`src/rtl/cache_way_ram.sv`:
```
// Single cache way storage
module cache_way_ram #(
  parameter type ENTRY_T = logic [7:0],
  parameter int  DEPTH   = 64
) (
  input  logic                     i_clk,
  input  logic                     i_we,
  input  logic [$clog2(DEPTH)-1:0] i_waddr,
  input  logic [$clog2(DEPTH)-1:0] i_addr,  // read address
  input  ENTRY_T                   i_wmask,
  input  ENTRY_T                   i_wdata,
  output ENTRY_T                   o_rdata
);

  ENTRY_T mem [DEPTH];
  ENTRY_T wr_merged;

  // keep unmasked bits of the stored entry
  assign wr_merged = ENTRY_T'((mem[i_waddr] & ~i_wmask) | (i_wdata & i_wmask));

  always_ff @(posedge i_clk) begin
    if (i_we) begin
      mem[i_waddr] <= wr_merged;
    end
    if (i_we && (i_waddr == i_addr)) begin
      o_rdata <= wr_merged;                 // write-first
    end else begin
      o_rdata <= mem[i_addr];
    end
  end

endmodule

```
`config.mk`:
```
export PLATFORM = sky130hd
export DESIGN_NAME = cache_way_ram
export DESIGN_NICKNAME = d
export VERILOG_FILES = /design/src/rtl/cache_way_ram.sv
export SDC_FILE = /design/constraint.sdc
export NUM_CORES = 1
export LEC_CHECK = 0
export ABC_CLOCK_PERIOD_IN_PS = 3820
export BUFFER_PORTS_ARGS = -buffer_cell sky130_fd_sc_hd__buf_2
export CAP_MARGIN = 20
export CELL_PAD_IN_SITES_DETAIL_PLACEMENT = 1
export CELL_PAD_IN_SITES_GLOBAL_PLACEMENT = 1
export CORE_MARGIN = 2
export CORE_UTILIZATION = 45
export DETAILED_ROUTE_END_ITERATION = 6
export HOLD_SLACK_MARGIN = 0.03
export PLACE_DENSITY_LB_ADDON = 0.1
export SETUP_SLACK_MARGIN = 0.2
export SYNTH_ARGS = -nofsm -noshare
export SYNTH_HDL_FRONTEND = slang
export SYNTH_SLANG_ARGS = --single-unit
```
`constraint.sdc`:
```
create_clock -name i_clk -period 3.82 [get_ports i_clk]
set_input_delay 0.382 -clock i_clk [delete_from_list [all_inputs] [get_ports i_clk]]
set_output_delay 0.382 -clock i_clk [all_outputs]
set_load 0.02 [all_outputs]
```
==> impl_metrics.csv <==
group,metric,value,unit
run_status,status,"finished, final reports clean",
sta,period_share,95.5,%
sta,finalSetupTns,0,ps
cts,cts.path.max_buffers,3,
synthesis,ys_warn_count,0,
drt,drc,0,
hold_path,timing.hold.worst.start,"i_wmask[2]",
finish,syn_to_final_growth,20.3,%
pwr,powerDensity,459,mW/mm2
setup_path,critical_path.most_common_cell,"mux4_2",
drt,first_pass_iters,5,
sta,slew_viol_final,0,
finish,multi_input_area,0.00851,mm2
grt,grtUsageMet1,45.4,%
grt,grt_antenna_before_repair,5,
drt,drt-total-wl,88.1,mm
synthesis,ys_async_sr_fraction,0,%
synthesis,synthTopCellsByArea,"edfxtp_1, mux4_2, mux2i_1, mux2_2, a221oi_1",
floorplan,placeableCoreArea,0.0537,mm2
grt,grt_pass1_wl,123,mm
floorplan,die_h,237,um
floorplan,dieArea,0.0561,mm2
setup_path,startpoint_type,"flip-flop",
synthesis,synth-edff-count,512,
setup_path,r2r_start,"mem[8][2]",
drt,drtIter0Drc,2009,
finish,final_core_util,54.7,%
finish,largest_reg_flops,512,
synthesis,yosysTopAreaCell,"edfxtp_1",
floorplan,initial_core_util,45.4,%
grt,grt.total_usage,31.6,%
sta,slew_headroom,12.9,%
run,cap_violations,0,
synthesis,synthCells,1370,
finish,nets,1607,
setup_path,cp_top_family,"multiplexers",
synthesis,synth_cell_type_count,56,
synthesis,synth_seq_area_share,63.5,%
cts,path_clk_slew,60,ps
setup_path,worstPathArrival,3270,ps
grt,grt.busiest_layer,"met2",
cts,cts_root_buffer,"clkbuf_16",
placement,dpl.hpwl,60.0,mm
grt,grt_overflow,0,
finish,top_register,"mem",
floorplan,fp.dieW,237,um
setup_path,crit_fanout,5,
sta,fmax,274,MHz
synthesis,synth_area,0.0244,mm2
finish,insertedDiodeCount,0,
setup_path,cp-end-kind,"primary output",
synthesis,syn_avg_cell_area,17.8,um2
sta,fin_skew,33.8,ps
grt,use_met2,48.7,%
synthesis,syn-num-nets,1400,
setup_path,crit_slowest_cell,"mux4_2",
sta,worstMarginPinSlew,1300,ps
synthesis,synth_top_area_share,63.0,%
cts,htree_levels,2,
cts,clkSinkCount,518,
drt,vias,15800,
setup_path,crit_type,"flip-flop to primary output",
placement,gp_congestion,0.896,
grt,grt_pass1_vias,15900,
cts,cts_tree,"built",
grt,met3_usage,6.10,%
hold_path,hold_class,"input port to flip-flop",
sta,hold_viol,0,
finish,register_area,0.0155,mm2
sta,setup_viol,0,
cts,clock_latency,630,ps
grt,grt_max_degree,65,
sta,hold_slack,343,ps
cts,cts_buffers,56,
pwr,ir_drop,0.405,mV
synthesis,ys_ff_latch,518,
finish,reg_top3,"mem x512",
pwr,leakage,9.80,nW
finish,final_layout_size_suffix_gt1_share,38.1,%
finish,n_fill_cell,4779,
sta,rsz0062_at_grt,"true",
floorplan,num_rows,85,
setup_path,max_stage_delay,550,ps
synthesis,synth-main-ff-cell,"edfxtp_1",
sta,min_period,3650,ps
floorplan,io-pin-count,38,
placement,io_buffers,37,
drt,ant_nets,0,
setup_path,cp.required,3440,ps
setup_path,worstPathCellList,"buf_12 -> buf_16 -> buf_8 -> mux4_2 -> mux4_2 -> nor2_4 -> a31oi_2 -> nand3_2 -> o21ai_1 -> buf_4",
setup_path,path_buf_inv,4,
drt,routed_via_density,6.81,
drt,wl_per_cell,38.0,um
==> power breakdown <==
part | switching (W) | internal, W | total [W]
Clock | 0.00226 | 0.00325 | 0.00551
Combinational | 0.000926 | 0.000610 | 0.00154
Sequential | 0.0000297 | 0.00639 | 0.00642
Total | 0.00322 | 0.0102 | 0.0135
==> worst reg2reg max path: cells and delay by family, from the launching register on <==
family | cells | cell delay, ps
buf+inv | 2 | 480
mux | 2 | 940
compound gates | 3 | 800
flops | 1 | 400
==> cell type report <==
class,instances,share of cell area [%]
clock buffer,80,5.46
multi-input combinational,732,29.0
sequential,518,52.8
clock inverter,25,0.908
tap,696,2.97
timing repair buffer,259,8.74
inverter,10,0.128
==> per-stage QoR <==
step / cell area (um2) / std cells / setup slack, ps / total power (W)
after floorplan: 24400 / 1370 / 641 / 0.00728
after global placement: 26700 / 2180 / 234 / 0.00790
after detailed placement: 26700 / 2180 / 143 / 0.00792
after CTS: 29200 / 2314 / 178 / 0.0135
after global routing: 29400 / 2320 / 151 / 0.0138
final: 29400 / 2320 / 173 / 0.0135
==> cells by family after synthesis <==
group / count (synthesis) / synth area share, %
AOI/OAI and AO/OA: 218 / 6.50
buffers and inverters: 120 / 2.66
DFF: 518 / 63.5
muxes: 333 / 24.0
and+or+nand+nor: 181 / 3.33
==> synthesized netlist by cell type (3+ instances only) <==
cell / count
o21ai_0: 22
mux2i_1: 95
nand3_1: 15
buf_6: 10
a22oi_1: 43
nor2b_1: 17
dfxtp_1: 6
a221oi_1: 38
clkbuf_1: 37
buf_4: 18
mux4_2: 198
inv_1: 7
buf_2: 36
nor2_1: 86
and3_1: 5
nand2_1: 37
edfxtp_1: 512
a211oi_1: 10
o22ai_1: 20
a21oi_1: 26
o221ai_1: 4
o32a_1: 3
a221o_1: 6
a32oi_1: 4
a31oi_1: 15
mux2_2: 39
a22o_1: 6
o2bb2ai_1: 7
buf_1: 8
nor3_1: 3
==> per-layer routing <==
| metal | part of all wire, % | wire length, um |
|---|---|---|
| met1 | 40 | 35500 |
| met2 | 46 | 40300 |
| met3 | 9.9 | 8710 |
| met4 | 4.1 | 3570 |
| met5 | 0.012 | 11 |
==> layout by cell type, fill, tap and decap left out, types with 14 or more instances in the layout <==
| cell | instances |
|---|---|
| nand2_1 | 37 |
| a31oi_1 | 14 |
| clkbuf_1 | 15 |
| a221oi_1 | 38 |
| a22oi_1 | 43 |
| mux4_2 | 198 |
| mux2_2 | 39 |
| o22ai_1 | 20 |
| buf_12 | 28 |
| o21ai_0 | 14 |
| mux2i_1 | 92 |
| buf_2 | 26 |
| edfxtp_1 | 512 |
| nor2_1 | 83 |
| buf_4 | 175 |
| clkbuf_16 | 61 |
| a21oi_1 | 23 |
==> final timing paths <==
kind	endpoint	slack, ps	cells past startpoint
worst max-delay path	o_rdata[1]	170	10
worst min-delay path	mem[34][2]	340	3
worst max register to register	mem[0][2]	880	7
worst min register to register	mem[40][5]	1340	5
==> what timing repair did <==
item                                   CTS  global route
setup endpoints to repair                8             8
resized for setup                       49            20
endpoints found under the hold margin    6             0
buffers inserted                        17             4
cloned                                   6             3
pin swaps                                4             8
hold buffers                             6             0
Power figures use the tool's default switching activity.
