File: src/rtl/cache_pkg.sv
// Data cache shared definitions
package cache_pkg;

  // ----------------------------------------------------------
  // geometry
  localparam int ADDR_W         = 32;
  localparam int WORD_W         = 64;
  localparam int STRB_W         = WORD_W / 8;
  localparam int OFFSET_W       = 5;             // 32-byte line
  localparam int INDEX_W        = 6;
  localparam int TAG_W          = ADDR_W - INDEX_W - OFFSET_W;
  localparam int NUM_SETS       = 1 << INDEX_W;
  localparam int NUM_WAYS       = 2;
  localparam int WORDS_PER_LINE = 4;
  localparam int LINE_W         = WORD_W * WORDS_PER_LINE;

  typedef logic [LINE_W-1:0] line_t;

  typedef struct packed {
    logic             valid;
    logic             dirty;
    logic [TAG_W-1:0] tag;
  } tag_entry_t;

  typedef struct packed {
    logic                is_write;
    logic [TAG_W-1:0]    tag;
    logic [INDEX_W-1:0]  index;
    logic [OFFSET_W-1:0] offset;
    logic [STRB_W-1:0]   wstrb;             // active high
    logic [WORD_W-1:0]   wdata;
  } cache_req_t;

  typedef struct packed {
    logic               valid;
    logic               way;
    logic [INDEX_W-1:0] index;
    logic [1:0]         word;               // word within line
    logic [STRB_W-1:0]  wstrb;
    logic [WORD_W-1:0]  wdata;
  } store_op_t;

  typedef struct packed {
    logic               en;
    logic               way;
    logic [INDEX_W-1:0] index;
    line_t              mask;               // bit-level write mask
    line_t              data;
  } line_wr_t;

  typedef enum logic [2:0] {
    S_IDLE,
    S_LOOKUP,
    S_MISS,
    S_REPLACE,
    S_REFILL
  } cache_state_e;

endpackage
File: src/rtl/cache_store_buffer.sv
// Store buffer and line write port
module cache_store_buffer (
  input  logic                          i_clk,
  input  logic                          i_rst,
  input  cache_pkg::store_op_t          i_store,
  input  logic                          i_refill_en,
  input  logic                          i_refill_way,
  input  logic [cache_pkg::INDEX_W-1:0] i_refill_index,
  input  logic [1:0]                    i_refill_beat,
  input  logic [cache_pkg::WORD_W-1:0]  i_refill_data,
  output cache_pkg::store_op_t          o_held,
  output cache_pkg::line_wr_t           o_line_wr
);

  logic [cache_pkg::WORD_W-1:0] strb_mask;
  logic [cache_pkg::WORD_W-1:0] word_mask;
  logic [cache_pkg::WORD_W-1:0] word_data;
  logic [1:0]                   word_sel;

  // reloaded every cycle, so chained store hits follow each other
  always_ff @(posedge i_clk) begin
    o_held <= i_store;
    if (i_rst) begin
      o_held.valid <= 1'b0;
    end
  end

  // byte strobe to bit mask
  always_comb begin
    for (int b = 0; b < cache_pkg::STRB_W; b++) begin
      strb_mask[b*8 +: 8] = {8{o_held.wstrb[b]}};
    end
  end

  // refill beat wins over held store
  assign word_sel  = i_refill_en ? i_refill_beat : o_held.word;
  assign word_mask = i_refill_en ? '1 : strb_mask;
  assign word_data = i_refill_en ? i_refill_data : o_held.wdata;

  assign o_line_wr = '{
    en:    i_refill_en || o_held.valid,
    way:   i_refill_en ? i_refill_way : o_held.way,
    index: i_refill_en ? i_refill_index : o_held.index,
    mask:  cache_pkg::line_t'(word_mask) << (word_sel * cache_pkg::WORD_W),
    data:  {cache_pkg::WORDS_PER_LINE{word_data}}
  };

endmodule

File: config.mk
export PLATFORM = sky130hd
export DESIGN_NAME = cache_store_buffer
export DESIGN_NICKNAME = d
export VERILOG_FILES = /design/src/rtl/cache_pkg.sv /design/src/rtl/cache_store_buffer.sv
export SDC_FILE = /design/constraint.sdc
export NUM_CORES = 1
export LEC_CHECK = 0
export CELL_PAD_IN_SITES_DETAIL_PLACEMENT = 1
export CELL_PAD_IN_SITES_GLOBAL_PLACEMENT = 1
export CORE_AREA = 2 2 299 301
export CTS_CLUSTER_SIZE = 24
export DETAILED_ROUTE_END_ITERATION = 10
export DIE_AREA = 0 0 301 303
export DONT_BUFFER_PORTS = 1
export PLACE_DENSITY_LB_ADDON = 0.1
export SLEW_MARGIN = 20
export SYNTH_ARGS = -nofsm -noshare
export SYNTH_HDL_FRONTEND = slang
export SYNTH_SLANG_ARGS = --single-unit
File: constraint.sdc
create_clock -name i_clk -period 4 [get_ports i_clk]
set_clock_uncertainty 0.15 [all_clocks]
set_input_delay 0 -clock i_clk [delete_from_list [all_inputs] [get_ports i_clk]]
set_output_delay 0 -clock i_clk [all_outputs]
set_load 0.01 [all_outputs]
==> impl_metrics.yaml <==
run_status:
  status: "finished clean"
yosys:
  syn_avg_cell_area_um2: 9.61
  synth_top_family_by_area: "buffers and inverters"
  yosysSeqAreaShare_pct: 26.8
  synth_edf_count: 0
  syn_nets: 796
  ys_seq_elements: 82
  yosys.area_share.xor_xnor_pct: 0
  synth_compound_area_share_pct: 2.94
  synth_warnings: 0
  synth-simple-area-share_pct: 2.51
  syn_inst: 638
  syn_area_um2: 6130
  synthAdderAreaFrac_pct: 0
  synthMuxAreaShare_pct: 15.2
  async_flop_share_pct: 0
  synthFlopType: "dfxtp_1"
  ys_types: 20
setup_path:
  crit_fanout: 12
  path_class: "flop to output port"
  cp_top_family: "buffers and inverters"
  cp.arrival_ps: 2340
  end_kind: "output port"
  required_ps: 3850
  worstPathCellList: "nand2b_1, buf_4, o21ai_2, buf_4"
  path_common_cell: "buf_4"
  critPathBufInv: 2
  critPathMaxStageDelay_ps: 580
  cp-start-kind: "flop"
  cp_slowest_cell: "dfxtp_1"
global_routing:
  grt_pass1_wl_um: 30900
  grt_start_max_net_pins: 80
  antenna_found_initial: 4
  track_usage_pct: 5.19
  grt_pass1_vias: 3320
  grt_overflow: 0
min_path:
  min_path_cells: 1
  hp-start: "i_refill_index[5]"
  min_to: "o_line_wr[517]"
  min_path_type: "primary input to output port"
clock_tree:
  root_buffer: "clkbuf_16"
  clkSinkCount: 82
  cts_tree: "yes"
  clockBufferDepth: 2
  postCtsSetupBuffers: 0
  clk_pin_slew_worst_paths_ps: 100
  cts-buffers-inserted: 9
  h-tree-depth: 3
floorplan:
  die_w_um: 301
  num_rows: 109
  core_um2: 88000
  die-area_um2: 91200
  initial_core_util_pct: 6.97
  die_h_um: 303
  ios: 760
routing:
  ant_nets: 0
  drtIter0Drc: 156
  firstDrtPassIters: 4
  wirelength_um: 24000
  drc_errors: 0
  wl_per_cell_um: 15.4
  via_per_inst: 1.89
  vias: 2950
sta:
  worst_hold_slack_ps: 5.95
  rsz0062_at_grt: "no"
  setup_viol: 0
  post-route-period-util_pct: 62.2
  worstMarginPinSlew_ps: 1030
  setup_tns_ps: 0
  hold_violations: 0
  fmax_ghz: 0.402
  finalMaxSlewViolations: 0
  slew_headroom_pct: 31.4
  period_minus_slack_ps: 2490
finish:
  insertedDiodeCount: 0
  layout-drive-gt1-share_pct: 31.2
  area.growth.synth_to_final_pct: 5.37
  reg_top3: "o_held x82"
  final_nets: 551
  top_register: "o_held"
  largest_register_ffs: 82
pwr:
  ir_worst_vdd_v: 0.000219
  finalPower_uw: 2460
  leakagePower_uw: 0.00221
  powerDensity_nw_per_um2: 381
place:
  gp_congestion: 0.771
  dp_hpwl_um: 19300
  port_buffers: 0
job:
  cap_violations: 0
-- logic make-up after synthesis --
family | count (synthesis)
buf+inv | 428
simple gates | 25
compound gates | 32
mux | 71
flops | 82
-- cell usage after synthesis, types with 2 or more instances --
master | number | share of area, %
clkbuf_1 | 2 | 0.12
o21ai_0 | 24 | 2.0
mux2_2 | 35 | 6.4
nand2b_1 | 9 | 0.92
nand3b_1 | 2 | 0.24
buf_6 | 5 | 0.92
mux2_4 | 36 | 8.8
nand2_1 | 8 | 0.49
dfxtp_1 | 82 | 27
buf_2 | 3 | 0.24
a21o_1 | 8 | 0.98
buf_4 | 416 | 51
-- placed cells by master (no fill, tap or decap) --
| master | count |
|---|---|
| inv_6 | 2 |
| buf_8 | 1 |
| nor2b_1 | 1 |
| o21ai_2 | 23 |
| dfxtp_1 | 82 |
| a21o_1 | 8 |
| nand2_1 | 8 |
| nand3_1 | 1 |
| nor3_4 | 1 |
| or2_2 | 1 |
| mux2_2 | 35 |
| nand3b_1 | 2 |
| clkinv_4 | 1 |
| mux2_4 | 36 |
| clkinvlp_4 | 1 |
| nor3b_4 | 1 |
| buf_4 | 10 |
| clkbuf_8 | 2 |
| o21ai_4 | 1 |
| or2_1 | 1 |
| clkbuf_16 | 9 |
| nand2b_1 | 9 |
| dlygate4sd3_1 | 161 |
-- layer usage --
layer  vias to the layer above  share of wire, %  global-route usage (%)
met2                       355                49                    8.48
met5                         -              0.11                       0
met4                         4               4.3                    3.09
met1                      1423                36                    5.49
li1                       1123                 -                       -
met3                        45                10                    2.38
-- final cells by class --
cell class	count	area (um^2)
clock buffers	11	253
clock inverters	4	33.8
fillers	10300	81500
multi-input cells	128	1370
flip-flops and latches	82	1640
well taps	1165	1460
repair buffers	172	1700
-- worst max-delay path by stage --
stage,startpoint,end,slack (ps),cells past startpoint
3_3_place_gp,o_held[72]$_DFF_P_,o_line_wr[313],1090,2
4_1_cts,o_held[73]$_DFF_P_,o_line_wr[413],1310,4
6_report,o_held[73]$_DFF_P_,o_line_wr[413],1510,4
2_1_floorplan,o_held[72]$_DFF_P_,o_line_wr[505],2140,4
3_5_place_dp,o_held[73]$_DFF_P_,o_line_wr[413],1840,4
5_1_grt,o_held[72]$_DFF_P_,o_line_wr[329],1280,3
-- what timing repair did --
item	in CTS	in global routing
hold buffers	161	0
resized for setup	0	0
hold endpoints to repair	86	0
-- report_power, final --
group	switching [uW]	internal, uW	total (uW)
logic	393	202	595
clock network	474	459	933
registers	76.0	861	937
-- metrics by stage --
step | setup slack (ps) | util (%) | std cells | cell area, um^2
6_report | 1510 | 7.34 | 1562 | 6460
2_1_floorplan | 2140 | - | 638 | 6130
4_1_cts | 1310 | 7.34 | 1562 | 6450
5_1_grt | 1280 | 7.34 | 1562 | 6460
3_3_place_gp | 1090 | 5.15 | 1385 | 4530
3_5_place_dp | 1840 | 5.18 | 1386 | 4550
No activity file was read; power rests on OpenSTA's default activity.
