[src/rtl/cache_pkg.sv]
// Data cache shared definitions
package cache_pkg;

  // ----------------------------------------------------------
  // geometry
  localparam int ADDR_W         = 32;
  localparam int WORD_W         = 64;
  localparam int STRB_W         = WORD_W / 8;
  localparam int OFFSET_W       = 5;             // 32-byte line
  localparam int INDEX_W        = 6;
  localparam int TAG_W          = ADDR_W - INDEX_W - OFFSET_W;
  localparam int NUM_SETS       = 1 << INDEX_W;
  localparam int NUM_WAYS       = 2;
  localparam int WORDS_PER_LINE = 4;
  localparam int LINE_W         = WORD_W * WORDS_PER_LINE;

  typedef logic [LINE_W-1:0] line_t;

  typedef struct packed {
    logic             valid;
    logic             dirty;
    logic [TAG_W-1:0] tag;
  } tag_entry_t;

  typedef struct packed {
    logic                is_write;
    logic [TAG_W-1:0]    tag;
    logic [INDEX_W-1:0]  index;
    logic [OFFSET_W-1:0] offset;
    logic [STRB_W-1:0]   wstrb;             // active high
    logic [WORD_W-1:0]   wdata;
  } cache_req_t;

  typedef struct packed {
    logic               valid;
    logic               way;
    logic [INDEX_W-1:0] index;
    logic [1:0]         word;               // word within line
    logic [STRB_W-1:0]  wstrb;
    logic [WORD_W-1:0]  wdata;
  } store_op_t;

  typedef struct packed {
    logic               en;
    logic               way;
    logic [INDEX_W-1:0] index;
    line_t              mask;               // bit-level write mask
    line_t              data;
  } line_wr_t;

  typedef enum logic [2:0] {
    S_IDLE,
    S_LOOKUP,
    S_MISS,
    S_REPLACE,
    S_REFILL
  } cache_state_e;

endpackage
[src/rtl/cache_resp.sv]
// Cache read response
module cache_resp (
  input  logic                                       i_hit,
  input  logic                                       i_hit_way,
  input  logic [1:0]                                 i_word,
  input  cache_pkg::line_t [cache_pkg::NUM_WAYS-1:0] i_line_rd,
  input  logic                                       i_lookup,
  output logic                                       o_data_ok,
  output logic [cache_pkg::WORD_W-1:0]               o_rdata
);

  cache_pkg::line_t hit_line;

  assign hit_line  = i_line_rd[i_hit_way];
  assign o_rdata   = hit_line[i_word * cache_pkg::WORD_W +: cache_pkg::WORD_W];
  assign o_data_ok = i_lookup && i_hit;       // reads and stores alike

endmodule

[config.mk]
export PLATFORM = sky130hd
export DESIGN_NAME = cache_resp
export DESIGN_NICKNAME = d
export VERILOG_FILES = /design/src/rtl/cache_pkg.sv /design/src/rtl/cache_resp.sv
export SDC_FILE = /design/constraint.sdc
export NUM_CORES = 1
export LEC_CHECK = 0
export BUFFER_PORTS_ARGS = -buffer_cell sky130_fd_sc_hd__buf_2
export CAP_MARGIN = 30
export CORE_AREA = 8 8 221 223
export DETAILED_ROUTE_END_ITERATION = 7
export DIE_AREA = 0 0 229 231
export SYNTH_ARGS = -nofsm -noshare
export SYNTH_HDL_FRONTEND = slang
export SYNTH_SLANG_ARGS = --single-unit
export TNS_END_PERCENT = 50
[constraint.sdc]
create_clock -name vclk -period 1.35
set_input_delay 0.0675 -clock vclk [all_inputs]
set_output_delay 0.0675 -clock vclk [all_outputs]
set_load 0.01 [all_outputs]
==> impl_results.html <==
<table>
<tr><th>Metric</th><th>Value</th></tr>
<tr><th colspan="2">Placed design</th></tr>
<tr><td>Number of placed instances, taps included</td><td>1410</td></tr>
<tr><td>Count of input and output buffers</td><td>582</td></tr>
<tr><td>DPL Wire Length</td><td>31800 um</td></tr>
<tr><td>Post-detailed-placement cell area</td><td>7670 sq um</td></tr>
<tr><td>Placer's final routability congestion estimate</td><td>0.940</td></tr>
<tr><th colspan="2">Worst setup path</th></tr>
<tr><td>Critical path type</td><td>in -&gt; out</td></tr>
<tr><td>Arrival time worst endpoint</td><td>1.48 ns</td></tr>
<tr><td>WP data required</td><td>1.28 ns</td></tr>
<tr><td>Critical path fanouts, max</td><td>17</td></tr>
<tr><td>Critical path startpoint category</td><td>primary input</td></tr>
<tr><td>Worst setup EP type</td><td>output port</td></tr>
<tr><th colspan="2">Detailed routing</th></tr>
<tr><td>Routed WL</td><td>34000 um</td></tr>
<tr><td>Mean routed wirelength per cell</td><td>23.9 um</td></tr>
<tr><td>Number of vias in the routed layout</td><td>5419</td></tr>
<tr><td>Number of violations reported at the end of detailed-routing iteration 0</td><td>297</td></tr>
<tr><td>Remaining routing DRC violations</td><td>0</td></tr>
<tr><td>Initial DRT Pass Iterations</td><td>5</td></tr>
<tr><td>Remaining antenna violation count after routing</td><td>0</td></tr>
<tr><td>Vias per Instance</td><td>3.81</td></tr>
<tr><th colspan="2">Pwr</th></tr>
<tr><td>Lkg Pwr</td><td>3.71 nW</td></tr>
<tr><td>Power density of the placed cells</td><td>360 nW/um^2</td></tr>
<tr><td>Overall power</td><td>0.00286 W</td></tr>
<tr><td>Maximum ir drop on the vdd rail</td><td>0.000159 V</td></tr>
<tr><th colspan="2">Synth</th></tr>
<tr><td>Sequential-to-total area share from yosys stat</td><td>0%</td></tr>
<tr><td>Average instance area after synthesis</td><td>16.8 sq um</td></tr>
<tr><td>Area fraction of the dominant cell type after synthesis</td><td>75.1%</td></tr>
<tr><td>Post-synthesis cell type count</td><td>8</td></tr>
<tr><td>Cell Area, Synth</td><td>3840 sq um</td></tr>
<tr><td>Top cells by area, synth</td><td>mux4_2 75%, mux2_2 19%, buf_6 3.2%</td></tr>
<tr><td>Cell count after synthesis</td><td>228</td></tr>
<tr><td>Cell type with the highest aggregate area in the netlist</td><td>mux4_2</td></tr>
<tr><td>Synth warnings</td><td>0</td></tr>
<tr><td>Syn_nets</td><td>745</td></tr>
<tr><th colspan="2">Clock tree</th></tr>
<tr><td>Number of buffers added to fix hold violations after cts</td><td>0</td></tr>
<tr><th colspan="2">Global routing</th></tr>
<tr><td>Remaining global-route overflow</td><td>0</td></tr>
<tr><td>Global routing usage summed across all routing layers</td><td>11.8%</td></tr>
<tr><td>Maximum number of pins on one net before global-route repair</td><td>44</td></tr>
<tr><td>Vias in the first global route</td><td>6347</td></tr>
<tr><td>Antenna violations before repair</td><td>24</td></tr>
<tr><td>Wire length of the first global-routing pass</td><td>46600 um</td></tr>
<tr><th colspan="2">Min path</th></tr>
<tr><td>Class of the tightest hold or removal check</td><td>in -&gt; out</td></tr>
<tr><td>Cell depth of the worst hold path</td><td>3</td></tr>
<tr><th colspan="2">Final layout</th></tr>
<tr><td>Most common library cell in the layout ignoring fill and taps</td><td>buf_2</td></tr>
<tr><td>Final Non-Filler Cells</td><td>1424</td></tr>
<tr><td>Area delta synth-&gt;final</td><td>107%</td></tr>
<tr><td>Share of layout cells above drive strength 1</td><td>99.9%</td></tr>
<tr><td>Sequential Area</td><td>0 sq um</td></tr>
<tr><td>Layout clock buffer count</td><td>0</td></tr>
<tr><td>Commonest cells after routing, fill and taps aside</td><td>563 x buf_2, 128 x mux4_2, 53 x mux2_2, 25 x buf_4, 21 x buf_6</td></tr>
<tr><td>Final net count</td><td>1334</td></tr>
<tr><td>Seq_cells</td><td>0</td></tr>
<tr><td>Final non-filler cell area</td><td>7940 sq um</td></tr>
<tr><td>Post-layout utilization of the core</td><td>17.6%</td></tr>
<tr><th colspan="2">Floorplanning</th></tr>
<tr><td>IO Pins</td><td>582</td></tr>
<tr><td>Floorplan row count</td><td>78</td></tr>
<tr><td>Starting density of the core</td><td>8.51%</td></tr>
<tr><td>Core area</td><td>45100 sq um</td></tr>
<tr><td>Die Footprint</td><td>52900 sq um</td></tr>
<tr><td>Die Width</td><td>229 um</td></tr>
<tr><td>Die height</td><td>231 um</td></tr>
<tr><th colspan="2">Timing</th></tr>
<tr><td>Time the final worst path needs with I/O delays and setup</td><td>1.55 ns</td></tr>
<tr><td>Worst setup slack after layout</td><td>-0.200 ns</td></tr>
<tr><td>Worst Tran Pin Value</td><td>0.275 ns</td></tr>
<tr><td>Final hold violations</td><td>0</td></tr>
<tr><td>Final worst-path cycle share</td><td>115%</td></tr>
<tr><td>Number of max-slew violations in the final report</td><td>0</td></tr>
<tr><td>Unrepaired setup endpoints after global routing</td><td>yes</td></tr>
<tr><td>Count of final setup violators</td><td>64</td></tr>
<tr><td>Slew headroom</td><td>81.6%</td></tr>
<tr><td>Hold_ws</td><td>0.422 ns</td></tr>
<tr><td>Fmax achieved</td><td>645 MHz</td></tr>
<tr><th colspan="2">Run status</th></tr>
<tr><td>Outcome</td><td>finished, violations left</td></tr>
<tr><td>Violations in the final reports</td><td>setup timing</td></tr>
<tr><th colspan="2">Run</th></tr>
<tr><td>Maximum capacitance violations</td><td>0</td></tr>
</table>
[final timing paths]
check                     start     endpoint  slack (ns)
worst min-delay path      i_hit    o_data_ok        0.42
worst max-delay path  i_hit_way  o_rdata[59]       -0.20
[power by group]
group | total (W) | switching, W | internal, W
Sequential | 0 | 0 | 0
Clock | 0.000000000913 | 0 | 0.000000000913
Combinational | 0.00286 | 0.00114 | 0.00171
[repair_timing]
action                                  4_1_cts  5_1_grt
buffers inserted                              2        2
pin swaps                                     0        0
resized for setup                            41        7
cloned                                        0        1
endpoints found under the setup margin       64       64
[stage by stage]
stage	setup TNS, ns	setup slack [ns]
after floorplan	0	0.0562
after global placement	-10.80	-0.262
after detailed placement	-11.37	-0.290
after CTS	-11.00	-0.222
after global routing	-13.36	-0.246
final	-10.05	-0.200
[cells in the mapped netlist, drive strengths merged]
cell	count
and2	1
clkbuf	9
mux4	128
buf	26
mux2	64
[critical path: stages]
cell	delay, ns
buf_8	0.09
buf_16	0.15
buf_6	0.14
mux4_2	0.50
mux2_4	0.33
buf_2	0.16
[per-layer routing]
layer,up-vias,global-route usage (%),part of all wire (%)
li1,2286,-,-
met1,2615,12.8,36
met2,474,21.6,51
met3,28,5.08,11
met4,16,1.51,0.65
met5,-,0,0.32
[kinds of logic after synthesis]
logic type,synth area share (%)
muxes,93.9
buffers and inverters,5.96
and+or+nand+nor,0.163
[area by class of cell]
cell class	instances	area (sq um)
Antenna cell	9	22.5
Multi-Input combinational cell	193	3650
Fill cell	5009	37200
Tap cell	600	751
Timing Repair Buffer	622	3510
Note: power is estimated with default switching activity, not from simulation.
