**src/rtl/cache_pkg.sv**
```systemverilog
// Data cache shared definitions
package cache_pkg;

  // ----------------------------------------------------------
  // geometry
  localparam int ADDR_W         = 32;
  localparam int WORD_W         = 64;
  localparam int STRB_W         = WORD_W / 8;
  localparam int OFFSET_W       = 5;             // 32-byte line
  localparam int INDEX_W        = 6;
  localparam int TAG_W          = ADDR_W - INDEX_W - OFFSET_W;
  localparam int NUM_SETS       = 1 << INDEX_W;
  localparam int NUM_WAYS       = 2;
  localparam int WORDS_PER_LINE = 4;
  localparam int LINE_W         = WORD_W * WORDS_PER_LINE;

  typedef logic [LINE_W-1:0] line_t;

  typedef struct packed {
    logic             valid;
    logic             dirty;
    logic [TAG_W-1:0] tag;
  } tag_entry_t;

  typedef struct packed {
    logic                is_write;
    logic [TAG_W-1:0]    tag;
    logic [INDEX_W-1:0]  index;
    logic [OFFSET_W-1:0] offset;
    logic [STRB_W-1:0]   wstrb;             // active high
    logic [WORD_W-1:0]   wdata;
  } cache_req_t;

  typedef struct packed {
    logic               valid;
    logic               way;
    logic [INDEX_W-1:0] index;
    logic [1:0]         word;               // word within line
    logic [STRB_W-1:0]  wstrb;
    logic [WORD_W-1:0]  wdata;
  } store_op_t;

  typedef struct packed {
    logic               en;
    logic               way;
    logic [INDEX_W-1:0] index;
    line_t              mask;               // bit-level write mask
    line_t              data;
  } line_wr_t;

  typedef enum logic [2:0] {
    S_IDLE,
    S_LOOKUP,
    S_MISS,
    S_REPLACE,
    S_REFILL
  } cache_state_e;

endpackage
```
**src/rtl/cache_req_decode.sv**
```systemverilog
// CPU request decode and buffer
module cache_req_decode (
  input  logic                         i_clk,
  input  logic                         i_rst,
  input  logic                         i_valid,
  input  logic                         i_op,          // 1 write, 0 read
  input  logic [cache_pkg::ADDR_W-1:0] i_addr,
  input  logic [cache_pkg::STRB_W-1:0] i_wstrb,
  input  logic [cache_pkg::WORD_W-1:0] i_wdata,
  input  logic                         i_accept,
  input  cache_pkg::store_op_t         i_store_held,
  input  cache_pkg::store_op_t         i_store_now,
  output logic                         o_conflict,
  output cache_pkg::cache_req_t        o_req
);

  cache_pkg::cache_req_t         in_req;
  logic [1:0]                    in_word;
  logic                          hit_held;
  logic                          hit_now;

  assign in_req = '{
    is_write: i_op,
    tag:      i_addr[cache_pkg::ADDR_W-1 -: cache_pkg::TAG_W],
    index:    i_addr[cache_pkg::OFFSET_W +: cache_pkg::INDEX_W],
    offset:   i_addr[cache_pkg::OFFSET_W-1:0],
    wstrb:    i_wstrb,
    wdata:    i_wdata
  };
  assign in_word = in_req.offset[cache_pkg::OFFSET_W-1 -: 2];

  // read-after-write hazard on the same word
  assign hit_held = i_store_held.valid && (i_store_held.index == in_req.index) &&
                    (i_store_held.word == in_word);
  assign hit_now  = i_store_now.valid && (i_store_now.index == in_req.index) &&
                    (i_store_now.word == in_word);
  assign o_conflict = i_valid && (hit_held || hit_now);

  always_ff @(posedge i_clk) begin
    if (i_rst) begin
      o_req <= '0;
    end else if (i_accept) begin
      o_req <= in_req;
    end
  end

endmodule

```
**config.mk**
```make
export PLATFORM = sky130hd
export DESIGN_NAME = cache_req_decode
export DESIGN_NICKNAME = d
export VERILOG_FILES = /design/src/rtl/cache_pkg.sv /design/src/rtl/cache_req_decode.sv
export SDC_FILE = /design/constraint.sdc
export NUM_CORES = 1
export LEC_CHECK = 0
export BUFFER_PORTS_ARGS = -buffer_cell sky130_fd_sc_hd__clkbuf_2
export CORE_AREA = 2 2 148 150
export DETAILED_ROUTE_END_ITERATION = 16
export DIE_AREA = 0 0 150 152
export HOLD_SLACK_MARGIN = 0.05
export SLEW_MARGIN = 5
export SYNTH_ARGS = -nofsm -noshare
export SYNTH_HDL_FRONTEND = slang
export SYNTH_SLANG_ARGS = --single-unit
```
**constraint.sdc**
```tcl
create_clock -name i_clk -period 1.15 [get_ports i_clk]
set_clock_uncertainty 0.1 [all_clocks]
set_input_delay 0.115 -clock i_clk [delete_from_list [all_inputs] [get_ports i_clk]]
set_output_delay 0.115 -clock i_clk [all_outputs]
set_load 0.01 [all_outputs]
```
==> flow_summary_export.csv <==
group,metric,value,unit
pwr,vdd_drop_max,0.5974,mV
setup_path,max_stage_delay,220,ps
layout,top_register,"o_req",
sta,grt_setup_unrepaired,"true",
sta,finalSetupViolCount,1,
logic_synthesis,synth_area_leaders,"dfxtp_1 (53%), mux2i_1 (27%), nor2_1 (10%), xnor2_1 (2.9%), buf_12 (2.5%)",
layout,final_area,6842,sq um
layout,diodes,0,
routing,routed_wl,12860,microns
layout,drive_above_1_share,37.93,%
place,place_hpwl,8543,microns
sta,clock.fmax,786.5,MHz
layout,largest_reg_flops,105,
worst_hold_path,hp-class,"in -> reg",
layout,final_net_count,972,
sta,fin_tns_setup,-121.5,ps
place,dpl_cell_area,5411,sq um
logic_synthesis,synth_nets,635,
logic_synthesis,ys_types,16,
logic_synthesis,synth_area,3939,sq um
clock_tree,htree_levels,3,
logic_synthesis,avgSynthCellArea,10.88,sq um
routing,drt_iter0_drc,75,
pwr,power.density,1278,nW/um^2
setup_path,start_kind,"input pin",
sta,timing.final.crit_share,110.6,%
status,violations,"setup timing",
clock_tree,clock_path_buffers,2,
routing,ant_nets,0,
grt,antenna_found_initial,0,
flow_run,cap_violations,0,
sta,worstMarginPinSlew,279.4,ps
floorplanning,rows,54,
logic_synthesis,synth_seq_area_share,53.37,%
sta,hold_violations,0,
clock_tree,cts.clk_slew.worst_paths,80,ps
floorplanning,die_area,22800,sq um
routing,avgViaCountPerCell,3.821,
layout,area_growth,73.70,%
sta,drv_slew,0,
logic_synthesis,syn_inst,362,
floorplanning,die_y,152,microns
clock_tree,clk_latency,350,ps
grt,grt_usage,10.92,%
grt,grt_overflow_total,0,
floorplanning,coreArea,21350,sq um
pwr,power.leakage,3.438,nW
routing,drc,0,
logic_synthesis,synth_edf_count,0,
clock_tree,cts-root-buf,"clkbuf_16",
logic_synthesis,synth_ff_type,"dfxtp_1",
sta,fin_ws,-121.5,ps
layout,post-route-util,32.04,%
routing,wl_per_cell,13.07,microns
routing,first_pass_iters,3,
setup_path,cp-end-kind,"output port",
clock_tree,tritoncts,"yes",
logic_synthesis,synthTopCellsByCount,"dfxtp_1 (105), mux2i_1 (105), nor2_1 (105), xnor2_1 (13), buf_4 (6)",
place,finalWeightedCongestion,0.7217,
setup_path,cp_slowest_cell,"xnor2_1",
clock_tree,numCtsBuffers,9,
floorplanning,die_x,150,microns
floorplanning,pin_count,379,
logic_synthesis,ys_async_sr_fraction,0,%
sta,relSlewSlack,81.37,%
setup_path,required,940,ps
grt,grt_pass1_vias,3843,
place,io_buffers,232,
place,post-place-ws,-249.7,ps
grt,grt_max_degree,58,
clock_tree,post_cts_buffers,0,
setup_path,path_max_fanout,2,
layout,largestRegisters,"o_req x105",
setup_path,worstSetupPathType,"in -> out",
sta,whs,42.59,ps
status,status,"finished with violations",
grt,grt_pass1_wl,19560,microns
logic_synthesis,synth_top_area_cell,"dfxtp_1",
setup_path,worst-endpoint-arrival,1060,ps
floorplanning,start_util,18.45,%
setup_path,cp_cell_sequence,"clkbuf_2 > xnor2_1 > nand3_1 > nor3_2 > a41o_1 > buf_2",
routing,vias,3760,
clock_tree,cts.sinks,105,
logic_synthesis,yosys.area.top_type_share,53.37,%
logic_synthesis,yosysWarnings,0,
sta,layout_min_cycle_time,1272,ps
logic_synthesis,synth-seq-cells,105,
worst max-delay path: cells and delay by family:
| family | cells | cell delay, ps |
|---|---|---|
| XOR/XNOR | 1 | 220 |
| buffers and inverters | 2 | 220 |
| AO/OA/AOI/OAI | 1 | 110 |
| AND/OR/NAND/NOR | 2 | 380 |
report_power, final:
group	switching (mW)	leakage, nW	total (mW)	internal, mW
sequential	0.117	0.868	3.97	3.85
combinational	0.678	2.42	1.52	0.841
clock	1.52	0.153	3.26	1.74
worst paths after layout:
kind	startpoint	to	slack (ps)	cells after the start
max	i_addr[10]	o_conflict	-120	6
min	i_accept	o_req[13]$_SDFFE_PP0P_	40	3
max reg2reg	o_req[31]$_SDFFE_PP0P_	o_req[31]$_SDFFE_PP0P_	360	2
min reg2reg	o_req[40]$_SDFFE_PP0P_	o_req[40]$_SDFFE_PP0P_	390	2
final cells by class:
class	count	area, sq um
Clock buffer	9	225.2
Clock inverter	7	85.08
Fill cell	2175	14510
Multi-Input combinational cell	233	1674
Sequential cell	105	2103
Tap cell	280	350.3
Timing Repair Buffer	350	2404
per-stage QoR:
stage                     instances  total power [mW]
after floorplan                 362             4.674
after global placement          863             5.242
after detailed placement        863             5.257
after CTS                       984             8.906
after global routing            984             9.201
final                           984             8.747
per-layer routing:
layer / share of wire [%] / GRT usage [%]
met5: 0 / 0
met4: 1.4 / 3.774
met3: 11 / 4.324
met2: 45 / 18.55
met1: 43 / 12.35
placed cells by master, fill, tap and decap left out:
| master | count |
|---|---|
| mux2i_1 | 105 |
| inv_8 | 1 |
| a41o_1 | 1 |
| nor3_2 | 1 |
| clkinv_4 | 1 |
| buf_4 | 9 |
| nand4_1 | 2 |
| buf_8 | 1 |
| bufinv_16 | 1 |
| nor4_2 | 1 |
| xnor2_1 | 10 |
| buf_2 | 2 |
| dlygate4sd3_1 | 105 |
| xor2_1 | 3 |
| clkbuf_16 | 9 |
| xnor2_4 | 1 |
| xnor2_2 | 2 |
| dfxtp_2 | 1 |
| clkbuf_2 | 225 |
| nor2_1 | 105 |
| dfxtp_1 | 104 |
| inv_6 | 4 |
| buf_6 | 3 |
| buf_12 | 5 |
| nand3_1 | 2 |
kinds of logic (layout without fill, tap and decap cells):
family          after synthesis  in the layout  synth area share (%)
mux                         105            105                 26.68
flops                       105            105                 53.37
buf+inv                      24            366                 5.273
compound gates                1              1                0.2541
xor+xnor                     16             16                 3.558
simple gates                111            111                 10.86
repair_timing:
action / 4_1_cts / 5_1_grt
pin swaps: 1 / 1
setup endpoints to repair: 1 / 3
gates resized for setup: 4 / 11
hold buffers: 105 / 1
endpoints found under the hold margin: 104 / 1
Note: power is estimated with default switching activity, not from simulation.
