File: config.mk
export PLATFORM = sky130hd
export DESIGN_NAME = cache_lookup
export DESIGN_NICKNAME = d
export VERILOG_FILES = /design/src/rtl/cache_pkg.sv /design/src/rtl/cache_lookup.sv
export SDC_FILE = /design/constraint.sdc
export NUM_CORES = 1
export LEC_CHECK = 0
export BUFFER_PORTS_ARGS = -buffer_cell sky130_fd_sc_hd__buf_2
export CORE_AREA = 2 2 485 487
export DETAILED_ROUTE_END_ITERATION = 12
export DIE_AREA = 0 0 487 489
export HOLD_SLACK_MARGIN = 0.1
export PLACE_DENSITY = 0.3
export SLEW_MARGIN = 30
export SYNTH_ARGS = -nofsm -noshare
export SYNTH_HDL_FRONTEND = slang
export SYNTH_SLANG_ARGS = --single-unit
File: constraint.sdc
create_clock -name i_clk -period 2.7 [get_ports i_clk]
set_input_delay 0.54 -clock i_clk [delete_from_list [all_inputs] [get_ports i_clk]]
set_output_delay 0.54 -clock i_clk [all_outputs]
set_load 0.02 [all_outputs]
File: src/rtl/cache_pkg.sv
// Data cache shared definitions
package cache_pkg;

  // ----------------------------------------------------------
  // geometry
  localparam int ADDR_W         = 32;
  localparam int WORD_W         = 64;
  localparam int STRB_W         = WORD_W / 8;
  localparam int OFFSET_W       = 5;             // 32-byte line
  localparam int INDEX_W        = 6;
  localparam int TAG_W          = ADDR_W - INDEX_W - OFFSET_W;
  localparam int NUM_SETS       = 1 << INDEX_W;
  localparam int NUM_WAYS       = 2;
  localparam int WORDS_PER_LINE = 4;
  localparam int LINE_W         = WORD_W * WORDS_PER_LINE;

  typedef logic [LINE_W-1:0] line_t;

  typedef struct packed {
    logic             valid;
    logic             dirty;
    logic [TAG_W-1:0] tag;
  } tag_entry_t;

  typedef struct packed {
    logic                is_write;
    logic [TAG_W-1:0]    tag;
    logic [INDEX_W-1:0]  index;
    logic [OFFSET_W-1:0] offset;
    logic [STRB_W-1:0]   wstrb;             // active high
    logic [WORD_W-1:0]   wdata;
  } cache_req_t;

  typedef struct packed {
    logic               valid;
    logic               way;
    logic [INDEX_W-1:0] index;
    logic [1:0]         word;               // word within line
    logic [STRB_W-1:0]  wstrb;
    logic [WORD_W-1:0]  wdata;
  } store_op_t;

  typedef struct packed {
    logic               en;
    logic               way;
    logic [INDEX_W-1:0] index;
    line_t              mask;               // bit-level write mask
    line_t              data;
  } line_wr_t;

  typedef enum logic [2:0] {
    S_IDLE,
    S_LOOKUP,
    S_MISS,
    S_REPLACE,
    S_REFILL
  } cache_state_e;

endpackage
File: src/rtl/cache_lookup.sv
// Tag compare and main cache FSM
module cache_lookup (
  input  logic                                            i_clk,
  input  logic                                            i_rst,
  input  logic                                            i_valid,
  input  logic                                            i_conflict,
  input  cache_pkg::cache_req_t                           i_req,
  input  logic [cache_pkg::INDEX_W-1:0]                   i_in_index,
  input  cache_pkg::tag_entry_t [cache_pkg::NUM_WAYS-1:0] i_tag_rd,
  input  cache_pkg::line_t [cache_pkg::NUM_WAYS-1:0]      i_line_rd,
  input  logic                                            i_rd_rdy,
  input  logic                                            i_ret_valid,
  input  logic                                            i_ret_last,
  input  logic [cache_pkg::WORD_W-1:0]                    i_ret_data,
  input  logic                                            i_wr_rdy,
  output logic                                            o_accept,
  output logic                                            o_addr_ok,
  output logic [cache_pkg::INDEX_W-1:0]                   o_ram_index,
  output logic [cache_pkg::NUM_WAYS-1:0]                  o_tag_we,
  output logic [cache_pkg::INDEX_W-1:0]                   o_tag_windex,
  output cache_pkg::tag_entry_t                           o_tag_wdata,
  output logic                                            o_lookup,
  output logic                                            o_hit,
  output logic                                            o_hit_way,
  output cache_pkg::store_op_t                            o_store,
  output logic                                            o_refill_en,
  output logic                                            o_refill_way,
  output logic [1:0]                                      o_refill_beat,
  output logic [cache_pkg::WORD_W-1:0]                    o_refill_data,
  output logic                                            o_rd_req,
  output logic [cache_pkg::ADDR_W-1:0]                    o_rd_addr,
  output logic                                            o_wr_req,
  output logic [cache_pkg::ADDR_W-1:0]                    o_wr_addr,
  output cache_pkg::line_t                                o_wr_data
);

  cache_pkg::cache_state_e        state_q;
  cache_pkg::cache_state_e        state_d;
  logic [cache_pkg::NUM_WAYS-1:0] way_hit;
  logic                           in_lookup;
  logic                           victim_pick;
  logic                           victim_q;
  logic                           victim_dirty;
  logic                           rr_q;            // round-robin victim
  logic [1:0]                     beat_q;
  logic                           refill_done;
  logic                           clr_busy_q;      // tag sweep after reset
  logic [cache_pkg::INDEX_W-1:0]  clr_ptr_q;

  // ----------------------------------------------------------
  // tag compare
  always_comb begin
    for (int w = 0; w < cache_pkg::NUM_WAYS; w++) begin
      way_hit[w] = i_tag_rd[w].valid && (i_tag_rd[w].tag == i_req.tag);
    end
  end

  assign in_lookup = (state_q == cache_pkg::S_LOOKUP);
  assign o_lookup  = in_lookup;
  assign o_hit     = (|way_hit) && !clr_busy_q;  // no hits until tags are cleared
  assign o_hit_way = way_hit[1];

  assign o_addr_ok   = !i_conflict && ((state_q == cache_pkg::S_IDLE) || (in_lookup && o_hit));
  assign o_accept    = i_valid && o_addr_ok;
  assign o_ram_index = o_accept ? i_in_index : i_req.index;

  assign o_store = '{
    valid: in_lookup && o_hit && i_req.is_write,
    way:   o_hit_way,
    index: i_req.index,
    word:  i_req.offset[cache_pkg::OFFSET_W-1 -: 2],
    wstrb: i_req.wstrb,
    wdata: i_req.wdata
  };

  // invalid way first, then round robin
  assign victim_pick  = !i_tag_rd[0].valid ? 1'b0 :
                        !i_tag_rd[1].valid ? 1'b1 : rr_q;
  assign victim_dirty = i_tag_rd[victim_q].valid && i_tag_rd[victim_q].dirty;
  assign refill_done  = (state_q == cache_pkg::S_REFILL) && i_ret_valid && i_ret_last;

  // ----------------------------------------------------------
  // main FSM
  always_comb begin
    state_d = state_q;
    case (state_q)
      cache_pkg::S_IDLE: begin
        if (o_accept) begin
          state_d = cache_pkg::S_LOOKUP;
        end
      end
      cache_pkg::S_LOOKUP: begin
        if (clr_busy_q) begin
          state_d = cache_pkg::S_LOOKUP;           // wait for tag sweep
        end else if (!o_hit) begin
          state_d = cache_pkg::S_MISS;
        end else if (!o_accept) begin
          state_d = cache_pkg::S_IDLE;
        end
      end
      cache_pkg::S_MISS: begin
        if (!victim_dirty || i_wr_rdy) begin
          state_d = cache_pkg::S_REPLACE;
        end
      end
      cache_pkg::S_REPLACE: begin
        if (i_rd_rdy) begin
          state_d = cache_pkg::S_REFILL;
        end
      end
      cache_pkg::S_REFILL: begin
        if (refill_done) begin
          state_d = cache_pkg::S_LOOKUP;           // re-lookup completes as hit
        end
      end
      default: state_d = cache_pkg::S_IDLE;
    endcase
  end

  always_ff @(posedge i_clk) begin
    if (i_rst) begin
      state_q    <= cache_pkg::S_IDLE;
      victim_q   <= 1'b0;
      rr_q       <= 1'b0;
      beat_q     <= '0;
      clr_busy_q <= 1'b1;
      clr_ptr_q  <= '0;
    end else begin
      state_q <= state_d;
      if (in_lookup) begin
        victim_q <= victim_pick;
      end
      if (refill_done) begin
        rr_q <= ~rr_q;
      end
      if (state_q == cache_pkg::S_REPLACE) begin
        beat_q <= '0;
      end else if (o_refill_en) begin
        beat_q <= beat_q + 2'd1;
      end
      if (clr_busy_q) begin
        clr_ptr_q <= clr_ptr_q + 1'b1;
        if (&clr_ptr_q) begin
          clr_busy_q <= 1'b0;
        end
      end
    end
  end

  // ----------------------------------------------------------
  // tag writes: sweep, refill, store dirty
  always_comb begin
    o_tag_we     = '0;
    o_tag_windex = i_req.index;
    o_tag_wdata  = '{valid: 1'b1, dirty: in_lookup, tag: i_req.tag};
    if (clr_busy_q) begin
      o_tag_we     = '1;
      o_tag_windex = clr_ptr_q;
      o_tag_wdata  = '0;
    end else if (refill_done) begin
      o_tag_we[victim_q] = 1'b1;
    end else if (o_store.valid) begin
      o_tag_we[o_hit_way] = 1'b1;
    end
  end

  // ----------------------------------------------------------
  // memory bus
  assign o_refill_en   = (state_q == cache_pkg::S_REFILL) && i_ret_valid;
  assign o_refill_way  = victim_q;
  assign o_refill_beat = beat_q;
  assign o_refill_data = i_ret_data;

  assign o_rd_req  = (state_q == cache_pkg::S_REPLACE);
  assign o_rd_addr = {i_req.tag, i_req.index, {cache_pkg::OFFSET_W{1'b0}}};
  assign o_wr_req  = (state_q == cache_pkg::S_MISS) && victim_dirty && i_wr_rdy;
  assign o_wr_addr = {i_tag_rd[victim_q].tag, i_req.index, {cache_pkg::OFFSET_W{1'b0}}};
  assign o_wr_data = i_line_rd[victim_q];

endmodule

==> results.toml <==
[timing]
slew_violations = 0
worst_pin_slew_ns = 0.723
setup_tns_ns = -2.32
clock.fmax_ghz = 0.335
rsz0062_at_grt = "yes"
layout_setup_ws_ns = -0.286
period_needed_ns = 2.99
hold_viol = 0
slew-limit-headroom = 0.517
finalCritPeriodShare = 1.11
skew_ns = 0.00307
setup_viol = 11

[setup_path]
worstPathArrival_ns = 2.45
worstReg2RegStart = "state_q[1]"
cpPeakStageDelay_ns = 0.56
startpoint = "i_tag_rd[6]"
cp_max_fo = 7
end_kind = "output pin"
critPathKind = "in2out"
path_delay_family = "simple AND/OR/NAND/NOR gates"
start_kind = "input port"
crit_chain = "buf_4 > xor2_1 > or4_4 > nor4_4 > a22o_4 > a21oi_4 > mux2_4 > buf_6"
cp.required_ns = 2.16
cpMaxStageDelayCell = "or4_4"
cp_num_buf_inv = 2

[die]
die-area_um2 = 238000
row_count = 178
ios = 1255
start_util = 0.0272
die_h_um = 489
dieWidth_um = 487
core_area_um2 = 234000

[global_route]
grt_usage = 0.135
grt_first_pass_wirelength_um = 186000
grt_start_max_net_pins = 55
overflow = 0
grt_pass1_vias = 9404
antenna_found_initial = 206

[cts]
clk_root_buffer_cell = "clkbuf_16"
htreeDepth = 1
numClockSinks = 14
cts_buffer_depth = 2
numCtsBuffers = 3
cts_tree = "done"
clk_latency_ns = 0.26
cts.clk_slew.worst_paths_ns = 0.06

[finish]
layout.nets = 2307
drive_gt1_frac = 0.890
area.growth.synth_to_final_pct = 136
final_common_cell = "buf_2"
mostFrequentLayoutCells = "buf_2, mux2_2, buf_4"

[synth]
seq_area_frac_synth = 0.0440
syn_area_um2 = 6360
ys_warn_count = 0
synthDistinctLibCells = 43
synth.avg_cell_area_um2 = 8.89
synth-edff-count = 0
synth_ff_type = "dfxtp_1"
ys_ff_latch = 14
synthCells = 716
ys_async_sr_fraction = 0

[pwr]
finalPower_w = 0.00589
power.density_nw_per_um2 = 393
vdd_drop_max_v = 0.000207
power.leakage_nw = 6.27

[drt]
finalWirelength_um = 168000
vias = 10200
drt_iter0_drc = 469
ant_nets = 0
dr.pass1.iters = 5
wl_per_cell_um = 36.1
remaining_drc_errors = 0
vias_per_cell = 2.20

[placed_design]
dp_hpwl_um = 164000
portBuffers = 965
gp_routability_congestion = 0.936

[status]
outcome = "finished with violations"
violations = "setup timing"

[run]
maxCapViolations = 0

[hold_path]
hold_path_class = "reg2reg"
min_from = "rr_q"
==> flip-flops by register name, summed over array words and instances, names as in the netlist <==
signal and flops:
clr_busy_q 1, rr_q 1, o_refill_beat 2, clr_ptr_q 6, o_refill_way 1, state_q 3
==> logic make-up (layout without fill, tap and decap cells) <==
logic type               after synthesis  after routing  synth area share
buffers and inverters                236           1075             0.250
multiplexers                         290            290             0.513
adder cells (fa/ha/maj)                1              1           0.00197
other                                  1             48          0.000589
AND/OR/NAND/NOR                      102            102            0.0957
XOR/XNOR                              51             51            0.0702
flip-flops                            14             14            0.0440
AO/OA/AOI/OAI                         21             21            0.0246
==> per-stage QoR <==
step / util / worst slack, ns / instance area (µm²) / hold WS [ns] / cells
after floorplan: - / 0.0864 / 6400 / 0.468 / 725
after global placement: 0.0615 / -0.885 / 14400 / 0.505 / 4616
after detailed placement: 0.0615 / -0.876 / 14400 / 0.491 / 4616
after CTS: 0.0635 / -0.287 / 14800 / 0.508 / 4623
after global routing: 0.0638 / -0.304 / 14900 / 0.560 / 4626
final: 0.0642 / -0.286 / 15000 / 0.508 / 4662
==> where the power goes <==
part / total (W) / internal [W] / switching, W
registers: 0.000265 / 0.000234 / 0.0000311
logic: 0.00528 / 0.00178 / 0.00350
clock network: 0.000340 / 0.000226 / 0.000113
total: 0.00589 / 0.00224 / 0.00365
==> synth_stat cells, types with 2 or more instances <==
| library cell | n | area (µm²) |
|---|---|---|
| nor4b_1 | 2 | 17.5 |
| xor2_1 | 19 | 166 |
| o211ai_1 | 3 | 22.5 |
| or3_1 | 2 | 12.5 |
| nand3_1 | 5 | 25.0 |
| inv_1 | 10 | 37.5 |
| buf_1 | 9 | 33.8 |
| and2_1 | 2 | 12.5 |
| a22o_1 | 3 | 26.3 |
| nand4b_1 | 2 | 17.5 |
| dfxtp_1 | 14 | 280 |
| nor2b_1 | 22 | 138 |
| nand4_1 | 12 | 75.1 |
| nand2_1 | 18 | 67.6 |
| nor2_1 | 15 | 56.3 |
| mux2_2 | 289 | 3250 |
| nor4_4 | 2 | 42.5 |
| clkbuf_1 | 29 | 109 |
| or4_1 | 3 | 22.5 |
| and3_1 | 2 | 12.5 |
| xnor2_1 | 32 | 280 |
| o21ai_0 | 4 | 20.0 |
| nor3_1 | 3 | 15.0 |
| a21oi_1 | 4 | 20.0 |
| nand2b_1 | 3 | 18.8 |
| nor4_1 | 3 | 18.8 |
| buf_4 | 188 | 1410 |
==> worst register-to-register path: cells and delay by family (launching register included) <==
| family | cells | cell delay [ns] |
|---|---|---|
| compound gates | 4 | 0.75 |
| simple gates | 2 | 0.38 |
| flops | 1 | 0.34 |
| buf+inv | 2 | 0.33 |
==> final timing paths <==
check                   endpoint  slack [ns]  cells after the start
setup / recovery  o_ram_index[3]       -0.29                      8
hold / removal              rr_q        0.51                      2
setup reg to reg      state_q[0]        0.77                      8
hold reg to reg             rr_q        0.51                      2
==> layout make-up <==
| type | instances | area (µm²) |
|---|---|---|
| tap | 3060 | 3830 |
| inverter | 10 | 40.0 |
| fill | 27700 | 219000 |
| antenna | 38 | 95.1 |
| sequential | 14 | 284 |
| timing repair buffer | 1061 | 5870 |
| multi-input combinational | 475 | 4780 |
| clock buffer | 4 | 88.8 |
==> routing by layer <==
layer / track usage / part of all wire / vias up
li1: - / - / 4059
met1: 0.108 / 0.27 / 4572
met2: 0.255 / 0.52 / 1145
met3: 0.108 / 0.18 / 381
met4: 0.0201 / 0.024 / 80
met5: 0 / 0.0032 / -
==> what timing repair did <==
| action | 4_1_cts | 5_1_grt |
|---|---|---|
| endpoints found under the setup margin | 14 | 14 |
| hold buffers | 0 | 0 |
| cloned | 0 | 0 |
| resized for setup | 79 | 13 |
| pin swaps | 18 | 3 |
| hold endpoints to repair | 0 | 0 |
| buffers inserted | 4 | 1 |
No activity file was read; power rests on OpenSTA's default activity.
